`config.mk`:
```
export PLATFORM = sky130hd
export DESIGN_NAME = zynq_shell_top
export DESIGN_NICKNAME = d
export VERILOG_FILES = /design/src/rtl/zynq_shell_pkg.sv /design/src/rtl/shell_csr_bank.sv /design/src/rtl/host_addr_xlate.sv /design/src/rtl/dram_addr_xlate.sv /design/src/rtl/mem_region_profiler.sv /design/src/rtl/zynq_shell_top.sv
export SDC_FILE = /design/constraint.sdc
export NUM_CORES = 1
export LEC_CHECK = 0
export BUFFER_PORTS_ARGS = -buffer_cell sky130_fd_sc_hd__buf_2
export CAP_MARGIN = 20
export CORE_MARGIN = 3
export CORE_UTILIZATION = 44
export CTS_BUF_LIST = sky130_fd_sc_hd__clkbuf_2 sky130_fd_sc_hd__clkbuf_4 sky130_fd_sc_hd__clkbuf_8
export CTS_CLUSTER_SIZE = 14
export DETAILED_ROUTE_END_ITERATION = 8
export GPL_TIMING_DRIVEN = 0
export HOLD_SLACK_MARGIN = 0.1
export PLACE_DENSITY = 0.72
export SLEW_MARGIN = 20
export SYNTH_ARGS = -nofsm -noshare
export SYNTH_HDL_FRONTEND = slang
export SYNTH_SLANG_ARGS = --single-unit
```
`constraint.sdc`:
```
create_clock -name clk_i -period 9.2 [get_ports clk_i]
set_clock_uncertainty 0.15 [all_clocks]
set_input_delay 1.84 -clock clk_i [delete_from_list [all_inputs] [get_ports clk_i]]
set_output_delay 1.84 -clock clk_i [all_outputs]
set_load 0.1 [all_outputs]
```
`src/rtl/zynq_shell_pkg.sv`:
```
package zynq_shell_pkg;

   localparam int word_width = 32;

   typedef logic [word_width-1:0] word_t;
   typedef logic [word_width-1:0] addr_t;

   // host addresses arrive on the GP1 window with 0x8000_0000 already removed
   localparam addr_t host_split_addr  = 32'h2000_0000;
   localparam addr_t host_dram_offset = 32'h8000_0000;

   // the core sees its DRAM starting at 0x8000_0000
   localparam addr_t bp_dram_base     = 32'h8000_0000;
   localparam addr_t dram_limit_bytes = 32'h1000_0000;

   // one profiler bit per 8 MB region of the core address space
   localparam int num_regions   = 128;
   localparam int profile_words = num_regions / word_width;

   // host register map in byte addresses
   localparam addr_t csr_reset_addr      = 32'h0000_0000;
   localparam addr_t csr_dram_alloc_addr = 32'h0000_0004;
   localparam addr_t csr_dram_base_addr  = 32'h0000_0008;
   localparam addr_t csr_profile_addr    = 32'h0000_0010;

   typedef struct packed {
      logic  write;
      addr_t addr;
      word_t data;
   } csr_req_t;

   typedef enum logic {
      host_window_dram  = 1'b0,
      host_window_local = 1'b1
   } host_window_e;

   typedef struct packed {
      logic  write;
      addr_t addr;
   } host_req_t;

   // the region index sits in bits 29:23 of a core DRAM address
   typedef struct packed {
      logic [1:0]  top;
      logic [6:0]  region;
      logic [22:0] offset;
   } bp_dram_fields_t;

   typedef union packed {
      addr_t           raw;
      bp_dram_fields_t fields;
   } bp_dram_addr_u;

   typedef struct packed {
      logic          write;
      bp_dram_addr_u addr;
   } dram_req_t;

endpackage

```
`src/rtl/shell_csr_bank.sv`:
```
`timescale 1ns/1ps

module shell_csr_bank (
   input  logic                                     clk_i,
   input  logic                                     rst_i,

   input  logic                                     csr_req_v_i,
   input  zynq_shell_pkg::csr_req_t                 csr_req_i,

   input  logic [zynq_shell_pkg::num_regions-1:0]   profile_i,

   output logic                                     csr_rvalid_o,
   output zynq_shell_pkg::word_t                    csr_rdata_o,

   output logic                                     core_reset_n_o,
   output logic                                     dram_alloc_o,
   output zynq_shell_pkg::addr_t                    dram_base_o
);

   import zynq_shell_pkg::*;

   // registers written by the host
   word_t reset_r;
   word_t dram_alloc_r;
   addr_t dram_base_r;

   // read path
   word_t rdata_d;
   word_t rdata_r;
   logic  rvalid_r;

   logic  wr_v;
   logic  rd_v;

   assign wr_v = csr_req_v_i & csr_req_i.write;
   assign rd_v = csr_req_v_i & ~csr_req_i.write;

   // writes land on the edge that samples the strobe
   // so a read on the following cycle already sees them
   always_ff @(posedge clk_i) begin
      if (rst_i) begin
         reset_r      <= '0;
         dram_alloc_r <= '0;
         dram_base_r  <= '0;
      end else if (wr_v) begin
         case (csr_req_i.addr)
            csr_reset_addr: begin
               reset_r <= csr_req_i.data;
            end
            csr_dram_alloc_addr: begin
               dram_alloc_r <= csr_req_i.data;
            end
            csr_dram_base_addr: begin
               dram_base_r <= csr_req_i.data;
            end
            default: begin
               // profiler words and holes in the map are read only
            end
         endcase
      end
   end

   // read mux over the host registers and the profiler words
   always_comb begin
      rdata_d = '0;
      case (csr_req_i.addr)
         csr_reset_addr: begin
            rdata_d = reset_r;
         end
         csr_dram_alloc_addr: begin
            rdata_d = dram_alloc_r;
         end
         csr_dram_base_addr: begin
            rdata_d = dram_base_r;
         end
         default: begin
            for (int i = 0; i < profile_words; i++) begin
               if (csr_req_i.addr == addr_t'(csr_profile_addr + 4 * i)) begin
                  rdata_d = profile_i[i*word_width +: word_width];
               end
            end
         end
      endcase
   end

   always_ff @(posedge clk_i) begin
      if (rst_i) begin
         rvalid_r <= 1'b0;
      end else begin
         rvalid_r <= rd_v;
      end
   end

   // data only needs to be meaningful while rvalid is high
   always_ff @(posedge clk_i) begin
      if (rd_v) begin
         rdata_r <= rdata_d;
      end
   end

   assign csr_rvalid_o = rvalid_r;
   assign csr_rdata_o  = rdata_r;

   // the core is held in reset until the host writes a nonzero value
   assign core_reset_n_o = (reset_r != '0);
   assign dram_alloc_o   = (dram_alloc_r != '0);
   assign dram_base_o    = dram_base_r;

endmodule

```
`src/rtl/host_addr_xlate.sv`:
```
`timescale 1ns/1ps

module host_addr_xlate (
   input  logic                          clk_i,
   input  logic                          rst_i,

   input  logic                          host_req_v_i,
   input  zynq_shell_pkg::host_req_t     host_req_i,

   output logic                          bp_req_v_o,
   output zynq_shell_pkg::host_req_t     bp_req_o,
   output zynq_shell_pkg::host_window_e  bp_window_o
);

   import zynq_shell_pkg::*;

   logic         below_split;
   host_req_t    req_d;
   host_window_e window_d;

   logic         req_v_r;
   host_req_t    req_r;
   host_window_e window_r;

   // the lower part of GP1 maps onto core DRAM at 0x8000_0000
   // and the upper part maps onto the core's local space from zero
   assign below_split = (host_req_i.addr < host_split_addr);

   always_comb begin
      req_d.write = host_req_i.write;
      if (below_split) begin
         req_d.addr = host_req_i.addr + host_dram_offset;
         window_d   = host_window_dram;
      end else begin
         req_d.addr = host_req_i.addr - host_split_addr;
         window_d   = host_window_local;
      end
   end

   always_ff @(posedge clk_i) begin
      if (rst_i) begin
         req_v_r <= 1'b0;
      end else begin
         req_v_r <= host_req_v_i;
      end
   end

   always_ff @(posedge clk_i) begin
      if (host_req_v_i) begin
         req_r    <= req_d;
         window_r <= window_d;
      end
   end

   assign bp_req_v_o  = req_v_r;
   assign bp_req_o    = req_r;
   assign bp_window_o = window_r;

endmodule

```
`src/rtl/dram_addr_xlate.sv`:
```
`timescale 1ns/1ps

module dram_addr_xlate (
   input  logic                       clk_i,
   input  logic                       rst_i,

   input  logic                       dram_req_v_i,
   input  zynq_shell_pkg::dram_req_t  dram_req_i,

   // physical base of the DRAM block the host allocated for the core
   input  zynq_shell_pkg::addr_t      dram_base_i,

   output logic                       ps_dram_req_v_o,
   output zynq_shell_pkg::host_req_t  ps_dram_req_o,
   output logic                       dram_oob_o
);

   import zynq_shell_pkg::*;

   addr_t     offset;
   host_req_t req_d;
   logic      oob_d;

   logic      req_v_r;
   host_req_t req_r;
   logic      oob_r;

   // flipping the top bit removes the core DRAM base in one step
   assign offset = dram_req_i.addr.raw ^ bp_dram_base;

   always_comb begin
      req_d.write = dram_req_i.write;
      req_d.addr  = offset + dram_base_i;
   end

   // anything past the allocated block would land in memory owned by the PS
   assign oob_d = (offset >= dram_limit_bytes);

   always_ff @(posedge clk_i) begin
      if (rst_i) begin
         req_v_r <= 1'b0;
         oob_r   <= 1'b0;
      end else begin
         req_v_r <= dram_req_v_i;
         oob_r   <= dram_req_v_i & oob_d;
      end
   end

   always_ff @(posedge clk_i) begin
      if (dram_req_v_i) begin
         req_r <= req_d;
      end
   end

   assign ps_dram_req_v_o = req_v_r;
   assign ps_dram_req_o   = req_r;
   assign dram_oob_o      = oob_r;

endmodule

```
`src/rtl/mem_region_profiler.sv`:
```
`timescale 1ns/1ps

module mem_region_profiler (
   input  logic                                   clk_i,
   input  logic                                   bp_reset_i,

   input  logic                                   dram_req_v_i,
   input  zynq_shell_pkg::dram_req_t              dram_req_i,

   output logic [zynq_shell_pkg::num_regions-1:0] profile_o
);

   import zynq_shell_pkg::*;

   logic [num_regions-1:0] hit_mask;
   logic [num_regions-1:0] profile_r;

   // one-hot mask of the 8 MB region this request touches
   always_comb begin
      hit_mask = '0;
      if (dram_req_v_i) begin
         hit_mask[dram_req_i.addr.fields.region] = 1'b1;
      end
   end

   // bits are sticky until the core goes back into reset
   always_ff @(posedge clk_i) begin
      if (bp_reset_i) begin
         profile_r <= '0;
      end else begin
         profile_r <= profile_r | hit_mask;
      end
   end

   assign profile_o = profile_r;

endmodule

```
`src/rtl/zynq_shell_top.sv`:
```
`timescale 1ns/1ps

module zynq_shell_top (
   input  logic                          clk_i,
   input  logic                          rst_i,

   // host register port
   input  logic                          csr_req_v_i,
   input  zynq_shell_pkg::csr_req_t      csr_req_i,
   output logic                          csr_rvalid_o,
   output zynq_shell_pkg::word_t         csr_rdata_o,

   // host accesses through the GP1 window into the core
   input  logic                          host_req_v_i,
   input  zynq_shell_pkg::host_req_t     host_req_i,
   output logic                          bp_req_v_o,
   output zynq_shell_pkg::host_req_t     bp_req_o,
   output zynq_shell_pkg::host_window_e  bp_window_o,

   // core accesses out to PS DRAM
   input  logic                          dram_req_v_i,
   input  zynq_shell_pkg::dram_req_t     dram_req_i,
   output logic                          ps_dram_req_v_o,
   output zynq_shell_pkg::host_req_t     ps_dram_req_o,
   output logic                          dram_oob_o,

   output logic                          dram_alloc_o,
   output logic                          bp_reset_o
);

   import zynq_shell_pkg::*;

   logic                   core_reset_n;
   logic                   bp_reset;
   addr_t                  dram_base;
   logic [num_regions-1:0] profile;

   // the host can restart the core by toggling the reset register
   // without a new bitstream or a shell reset
   assign bp_reset   = rst_i | ~core_reset_n;
   assign bp_reset_o = bp_reset;

   shell_csr_bank u_csr_bank (
      .clk_i          (clk_i),
      .rst_i          (rst_i),
      .csr_req_v_i    (csr_req_v_i),
      .csr_req_i      (csr_req_i),
      .profile_i      (profile),
      .csr_rvalid_o   (csr_rvalid_o),
      .csr_rdata_o    (csr_rdata_o),
      .core_reset_n_o (core_reset_n),
      .dram_alloc_o   (dram_alloc_o),
      .dram_base_o    (dram_base)
   );

   host_addr_xlate u_host_xlate (
      .clk_i        (clk_i),
      .rst_i        (rst_i),
      .host_req_v_i (host_req_v_i),
      .host_req_i   (host_req_i),
      .bp_req_v_o   (bp_req_v_o),
      .bp_req_o     (bp_req_o),
      .bp_window_o  (bp_window_o)
   );

   dram_addr_xlate u_dram_xlate (
      .clk_i           (clk_i),
      .rst_i           (rst_i),
      .dram_req_v_i    (dram_req_v_i),
      .dram_req_i      (dram_req_i),
      .dram_base_i     (dram_base),
      .ps_dram_req_v_o (ps_dram_req_v_o),
      .ps_dram_req_o   (ps_dram_req_o),
      .dram_oob_o      (dram_oob_o)
   );

   // the profiler follows the core reset so the host can clear it
   mem_region_profiler u_profiler (
      .clk_i        (clk_i),
      .bp_reset_i   (bp_reset),
      .dram_req_v_i (dram_req_v_i),
      .dram_req_i   (dram_req_i),
      .profile_o    (profile)
   );

endmodule

```
==> results.yml, run 1 <==
synth:
  yosys_warnings: 0
  synth_edf_count: 99
  synth_flop_cell: "dfxtp_1"
  yosysTopAreaCellShare_pct: 32.4
  synthesis.nets: 1647
  synthCells: 1478
  ys_top_cells_by_area: "dfxtp_1, edfxtp_1, a21oi_1, nor2_1, nand2_1"
  ys_ff_latch: 327
  yosys.area.top_type: "dfxtp_1"
  syn_area_sq_mm: 0.0141
  synth.distinct_cells: 56
  synth.most_common_cell: "dfxtp_1"
  async_flop_share_pct: 0
  synth_area_per_cell_sq_um: 9.54
  ys_seq_area_share_pct: 53.4
  synthTopCellsByCount: "dfxtp_1, a21oi_1, nor2_1"
cts:
  clk_latency_ns: 0.57
  cts_root_buffer: "clkbuf_8"
  cts_sinks: 327
  htreeDepth: 2
  hold_buffers: 0
  cts_resized: 0
  path_clk_slew_ns: 0.06
  clock_path_buffers: 3
  cts_setup_buffers: 0
  cts_made_buffers: 51
  cts_tree: "done"
final_layout:
  finish.utilization_pct: 54.3
  nets: 1940
  syn_to_final_growth_pct: 19.7
  drive_above_1_share_pct: 21.8
  stdcell_area_sq_mm: 0.0169
drt:
  initialDrtViolationCount: 982
  viasPerCell: 5.69
  post_drt_wl_per_cell_um: 19.8
  vias: 12600
  drt_wl_total_um: 43700
  ant_nets: 0
  drc: 0
  drtPass1Iterations: 5
timing:
  finalMaxSlewViolations: 0
  whs_ns: 0.312
  period_share_pct: 60.7
  rsz0062_at_grt: "false"
  finalHoldViolCount: 0
  timing.fmax_mhz: 179
  worst_slew_pin_slew_ns: 1.13
  setup_tns_ns: 0
  finalCriticalPeriod_ns: 5.59
  finalSetupViolations: 0
  slew_headroom_pct: 24.2
power:
  fin_total_pwr_mw: 3.15
  max-vdd-ir-drop_v: 0.0000910
  powerDensity_mw_per_mm2: 187
  leakagePower_nw: 6.61
global_route:
  grt_antenna_before_repair: 1
  grt_overflow: 0
  grt_pass1_wl_um: 65700
  first_global_vias: 12100
  grtUsageTotal_pct: 24.4
  grt_max_degree: 38
worst_setup_path:
  worst_ep_required_time_ns: 7.21
  reg2regPathDepth: 9
  worst-setup-path-type: "input port to output pin"
  critPathArrivalTime_ns: 3.60
  cp_max_fo: 10
  critPathCaptureType: "output pin"
  start_kind: "input port"
place:
  dp.final_hpwl_um: 32800
  gp_congestion: 0.936
  port_buffers: 239
  place_area_sq_mm: 0.0158
floorplanning:
  fp.coreArea_sq_mm: 0.0311
  die_h_um: 185
  rows: 64
  dieArea_sq_mm: 0.0342
  initial_core_util_pct: 45.4
  io_pins: 241
  die_x_um: 185
run:
  cap_violations: 0
min_path:
  hold_depth: 2
  hold_class: "flop to flop"
status:
  status: "completed"
## layout by cell type, fill, tap and decap left out, types with 18 or more instances in the layout
master    instances
mux2_2           32
buf_2           257
nor2_1          198
o21ai_0          69
a21o_1           50
a22oi_1          32
mux2i_1          33
clkbuf_1         71
dfxtp_1         228
edfxtp_1         99
a21oi_1         222
ha_1             32
clkbuf_4         29
nor4_1           23
a221oi_1         31
clkbuf_8         57
nand2_1         156
xnor2_1          18
## logic make-up (layout without fill, tap and decap cells)
kind of cell,count (synthesis),in the layout,share of synthesized area (%)
buf+inv,102,436,3.09
compound gates,455,455,19.3
xor+xnor,29,29,1.80
other cells,0,1,0
simple gates,467,467,14.5
flops,327,327,53.4
mux,65,65,4.90
fa+ha+maj,33,33,2.98
## critical path, cell delays in order
cell and delay, ns:
clkbuf_1 0.42, o21bai_1 0.31, clkbuf_1 0.48, buf_2 0.53
## report_power, final
group,total (mW),switching [mW],internal (mW)
clock,1.23,0.549,0.682
sequential,1.53,0.00812,1.52
combinational,0.396,0.332,0.0643
total,3.15,0.889,2.27
## stage by stage
| step | cells | setup WS, ns |
|---|---|---|
| after CTS | 2208 | 3.63 |
| after detailed placement | 2114 | 3.64 |
| after global routing | 2209 | 3.54 |
| final | 2209 | 3.61 |
| after global placement | 2113 | 3.67 |
| after floorplan | 1478 | 3.92 |
## final timing paths
kind	from	end	slack, ns
hold / removal	u_profiler.profile_o[64]	u_profiler.profile_o[64]	0.31
setup / recovery	rst_i	bp_reset_o	3.61
setup reg to reg	u_csr_bank.dram_base_o[0]	u_dram_xlate.ps_dram_req_o[26]	5.94
hold reg to reg	u_profiler.profile_o[64]	u_profiler.profile_o[64]	0.31
## routing by layer
metal	GRT usage, %	wire (um)	up-vias	part of all wire [%]
met1	30.9	17400	5917	40
met3	5.64	4280	98	9.8
met2	40.6	20500	651	47
met5	0	0	-	0
met4	9.54	1520	0	3.5
li1	-	-	5914	-
## sequential cells by signal (all words and copies together) (netlist names)
name and flops:
u_host_xlate.bp_req_o 33, u_csr_bank.dram_alloc_r 32, u_csr_bank.csr_rdata_o 32, u_host_xlate.bp_window_o 1, u_dram_xlate.dram_oob_o 1, u_csr_bank.reset_r 32
u_dram_xlate.ps_dram_req_o 33, u_csr_bank.dram_base_o 32, u_csr_bank.csr_rvalid_o 1, u_host_xlate.bp_req_v_o 1, u_dram_xlate.ps_dram_req_v_o 1, u_profiler.profile_o 128
## area by class of cell
cell class,instances,area (sq um)
Tap cell,396,495
Fill cell,2845,14200
Sequential cell,327,7540
Antenna cell,1,2.50
Buffer,95,409
Clock buffer,86,1000
Multi-Input combinational cell,1049,6140
Timing Repair Buffer,240,1220
Inverter,7,26.3
Clock inverter,8,36.3
Note: power is estimated with default switching activity, not from simulation.
==> run 2: changes to the inputs <==
ABC_AREA = 1   (was default)
PLACE_DENSITY = 0.74   (was 0.72)
clock period = 5 ns   (was 9.2 ns; I/O delays follow)
==> run 2 against run 1 <==
  * First-iteration DRC count rose by 34%
  * Design area increased by 12%
  * Synthesized area increased by 13%
==> results.yml, run 2 <==
final_layout:
  drive_above_1_share_pct: 19.3
  mostFrequentLayoutCells: "nor2_1, nand2_1, buf_2"
  regArea_sq_mm: 0.00754
  fill_cells: 3469
  layout_commonest_cell: "nor2_1"
  finalNonFillerCells: 2912
  syn_to_final_growth_pct: 18.3
  nets: 2575
  finish.utilization_pct: 53.0
  largest_reg_flops: 128
  stdcell_area_sq_mm: 0.0189
  multi_input_area_sq_mm: 0.00706
place:
  port_buffers: 239
  place_area_sq_mm: 0.0178
  dp.final_hpwl_um: 40900
  dpl.cell_count: 2811
  gp_congestion: 0.994
  place_ws_ns: 1.17
drt:
  viasPerCell: 5.32
  vias: 15500
  ant_nets: 0
  drc: 0
  drtPass1Iterations: 6
  post_drt_wl_per_cell_um: 18.3
  initialDrtViolationCount: 1315
  drt_wl_total_um: 53200
synth:
  synthTopCellsByCount: "nor2_1, nand2_1, dfxtp_1"
  yosys_warnings: 0
  ys_seq_area_share_pct: 47.2
  syn_area_sq_mm: 0.0160
  synthCells: 2110
  ys_ff_latch: 327
  synth.most_common_cell: "nor2_1"
  synth.distinct_cells: 40
  yosysTopAreaCellShare_pct: 28.6
  ys_top_cells_by_area: "dfxtp_1, edfxtp_1, nor2_1, nand2_1, a21oi_1"
  synth_flop_cell: "dfxtp_1"
  synthesis.nets: 2279
  async_flop_share_pct: 0
  yosys.area.top_type: "dfxtp_1"
  synth_edf_count: 99
  synth_area_per_cell_sq_um: 7.57
cts:
  cts_sinks: 327
  path_clk_slew_ns: 0.06
  hold_buffers: 0
  cts_made_buffers: 54
  clk_latency_ns: 0.63
  htreeDepth: 2
  cts_resized: 0
  cts_setup_buffers: 0
  cts_tree: "done"
  cts_root_buffer: "clkbuf_8"
  clock_path_buffers: 3
floorplanning:
  dieArea_sq_mm: 0.0386
  die_h_um: 197
  die_x_um: 197
  initial_core_util_pct: 44.8
  fp.coreArea_sq_mm: 0.0357
  io_pins: 241
  rows: 69
worst_setup_path:
  worst_ep_required_time_ns: 3.85
  crit_path_cell_trace: "nor4_1 -> nand4_1 -> o21ai_1 -> clkbuf_1 -> buf_2"
  slowest_delay_ns: 0.53
  worst_path_max_delay_cell: "buf_2"
  start_kind: "flop"
  critPathArrivalTime_ns: 2.92
  cp_max_fo: 10
  critPathCaptureType: "output pin"
  worst-setup-path-type: "flop to output pin"
timing:
  worst_slew_pin_slew_ns: 1.16
  whs_ns: 0.328
  finalSetupViolations: 0
  timing.final.ws_setup_ns: 0.932
  setup_tns_ns: 0
  period_share_pct: 81.4
  finalCriticalPeriod_ns: 4.07
  finalMaxSlewViolations: 0
  timing.fmax_mhz: 246
  rsz0062_at_grt: "false"
  slew_headroom_pct: 21.9
  finalHoldViolCount: 0
power:
  powerDensity_mw_per_mm2: 314
  leakagePower_nw: 8.64
  fin_total_pwr_mw: 5.93
  max-vdd-ir-drop_v: 0.000175
global_route:
  grt_pass1_wl_um: 80700
  grt_antenna_before_repair: 0
  grt_max_degree: 36
  grt_overflow: 0
  first_global_vias: 14700
  grtUsageTotal_pct: 26.9
min_path:
  hold_class: "flop to flop"
run:
  cap_violations: 0
status:
  status: "completed"
## run 2: cell types whose count changed after synthesis, moves of 32 or more
cell / before / now
nand2_1: 156 / 405
mux2i_1: 33 / 0
inv_1: 7 / 195
mux2_2: 32 / 0
clkbuf_1: 71 / 22
nand3_1: 11 / 94
a21o_1: 50 / 2
a22oi_1: 32 / 0
nor2_1: 198 / 497
a21oi_1: 222 / 164
o21ai_0: 69 / 103
## run 2: final timing paths
check                            startpoint                        endpoint  slack (ns)  cells after the start
setup reg to reg  u_csr_bank.dram_base_o[0]  u_dram_xlate.ps_dram_req_o[28]        2.37                     11
hold reg to reg    u_profiler.profile_o[27]        u_profiler.profile_o[27]        0.33                      2
setup / recovery      u_csr_bank.reset_r[3]                      bp_reset_o        0.93                      5
hold / removal     u_profiler.profile_o[27]        u_profiler.profile_o[27]        0.33                      2
## run 2: area by class of cell
class                           count  share of cell area, %
Tap cell                          461                   3.05
Inverter                          204                   4.06
Timing Repair Buffer              240                   6.43
Multi-Input combinational cell   1480                   37.4
Clock inverter                     25                  0.960
Sequential cell                   327                   39.9
Clock buffer                       75                   4.97
Antenna cell                        1                 0.0132
Buffer                             99                   3.28
## run 2: cells by family (layout without fill, tap and decap cells)
| family | count (synthesis) | after routing | share of synthesized area, % |
|---|---|---|---|
| and+or+nand+nor | 1110 | 1110 | 29.6 |
| AOI/OAI and AO/OA | 319 | 319 | 10.9 |
| other | 0 | 1 | 0 |
| adders and majority gates | 33 | 33 | 2.63 |
| DFF | 327 | 327 | 47.2 |
| xor gates and xnor gates | 18 | 18 | 0.987 |
| buffers and inverters | 303 | 643 | 8.69 |
## run 2: metal layers
metal / GRT usage, % / vias up / wire length, um
met5: 0 / - / 0
met4: 13.8 / 0 / 2900
met3: 4.85 / 139 / 5080
met2: 42.6 / 807 / 23200
met1: 35.6 / 7098 / 22100
li1: - / 7457 / -
## run 2: worst max-delay path: cells and delay by family (launching register included)
family / cells / cell delay, ns
AO/OA/AOI/OAI: 1 / 0.39
AND/OR/NAND/NOR: 2 / 0.64
buffers and inverters: 2 / 0.96
flip-flops: 1 / 0.32
## run 2: power breakdown
part / total (mW) / leakage, nW / internal (mW) / switching, mW
logic: 0.680 / 5.20 / 0.114 / 0.566
clock network: 2.45 / 0.599 / 1.33 / 1.13
registers: 2.80 / 2.84 / 2.78 / 0.0107
total: 5.93 / 8.64 / 4.22 / 1.70
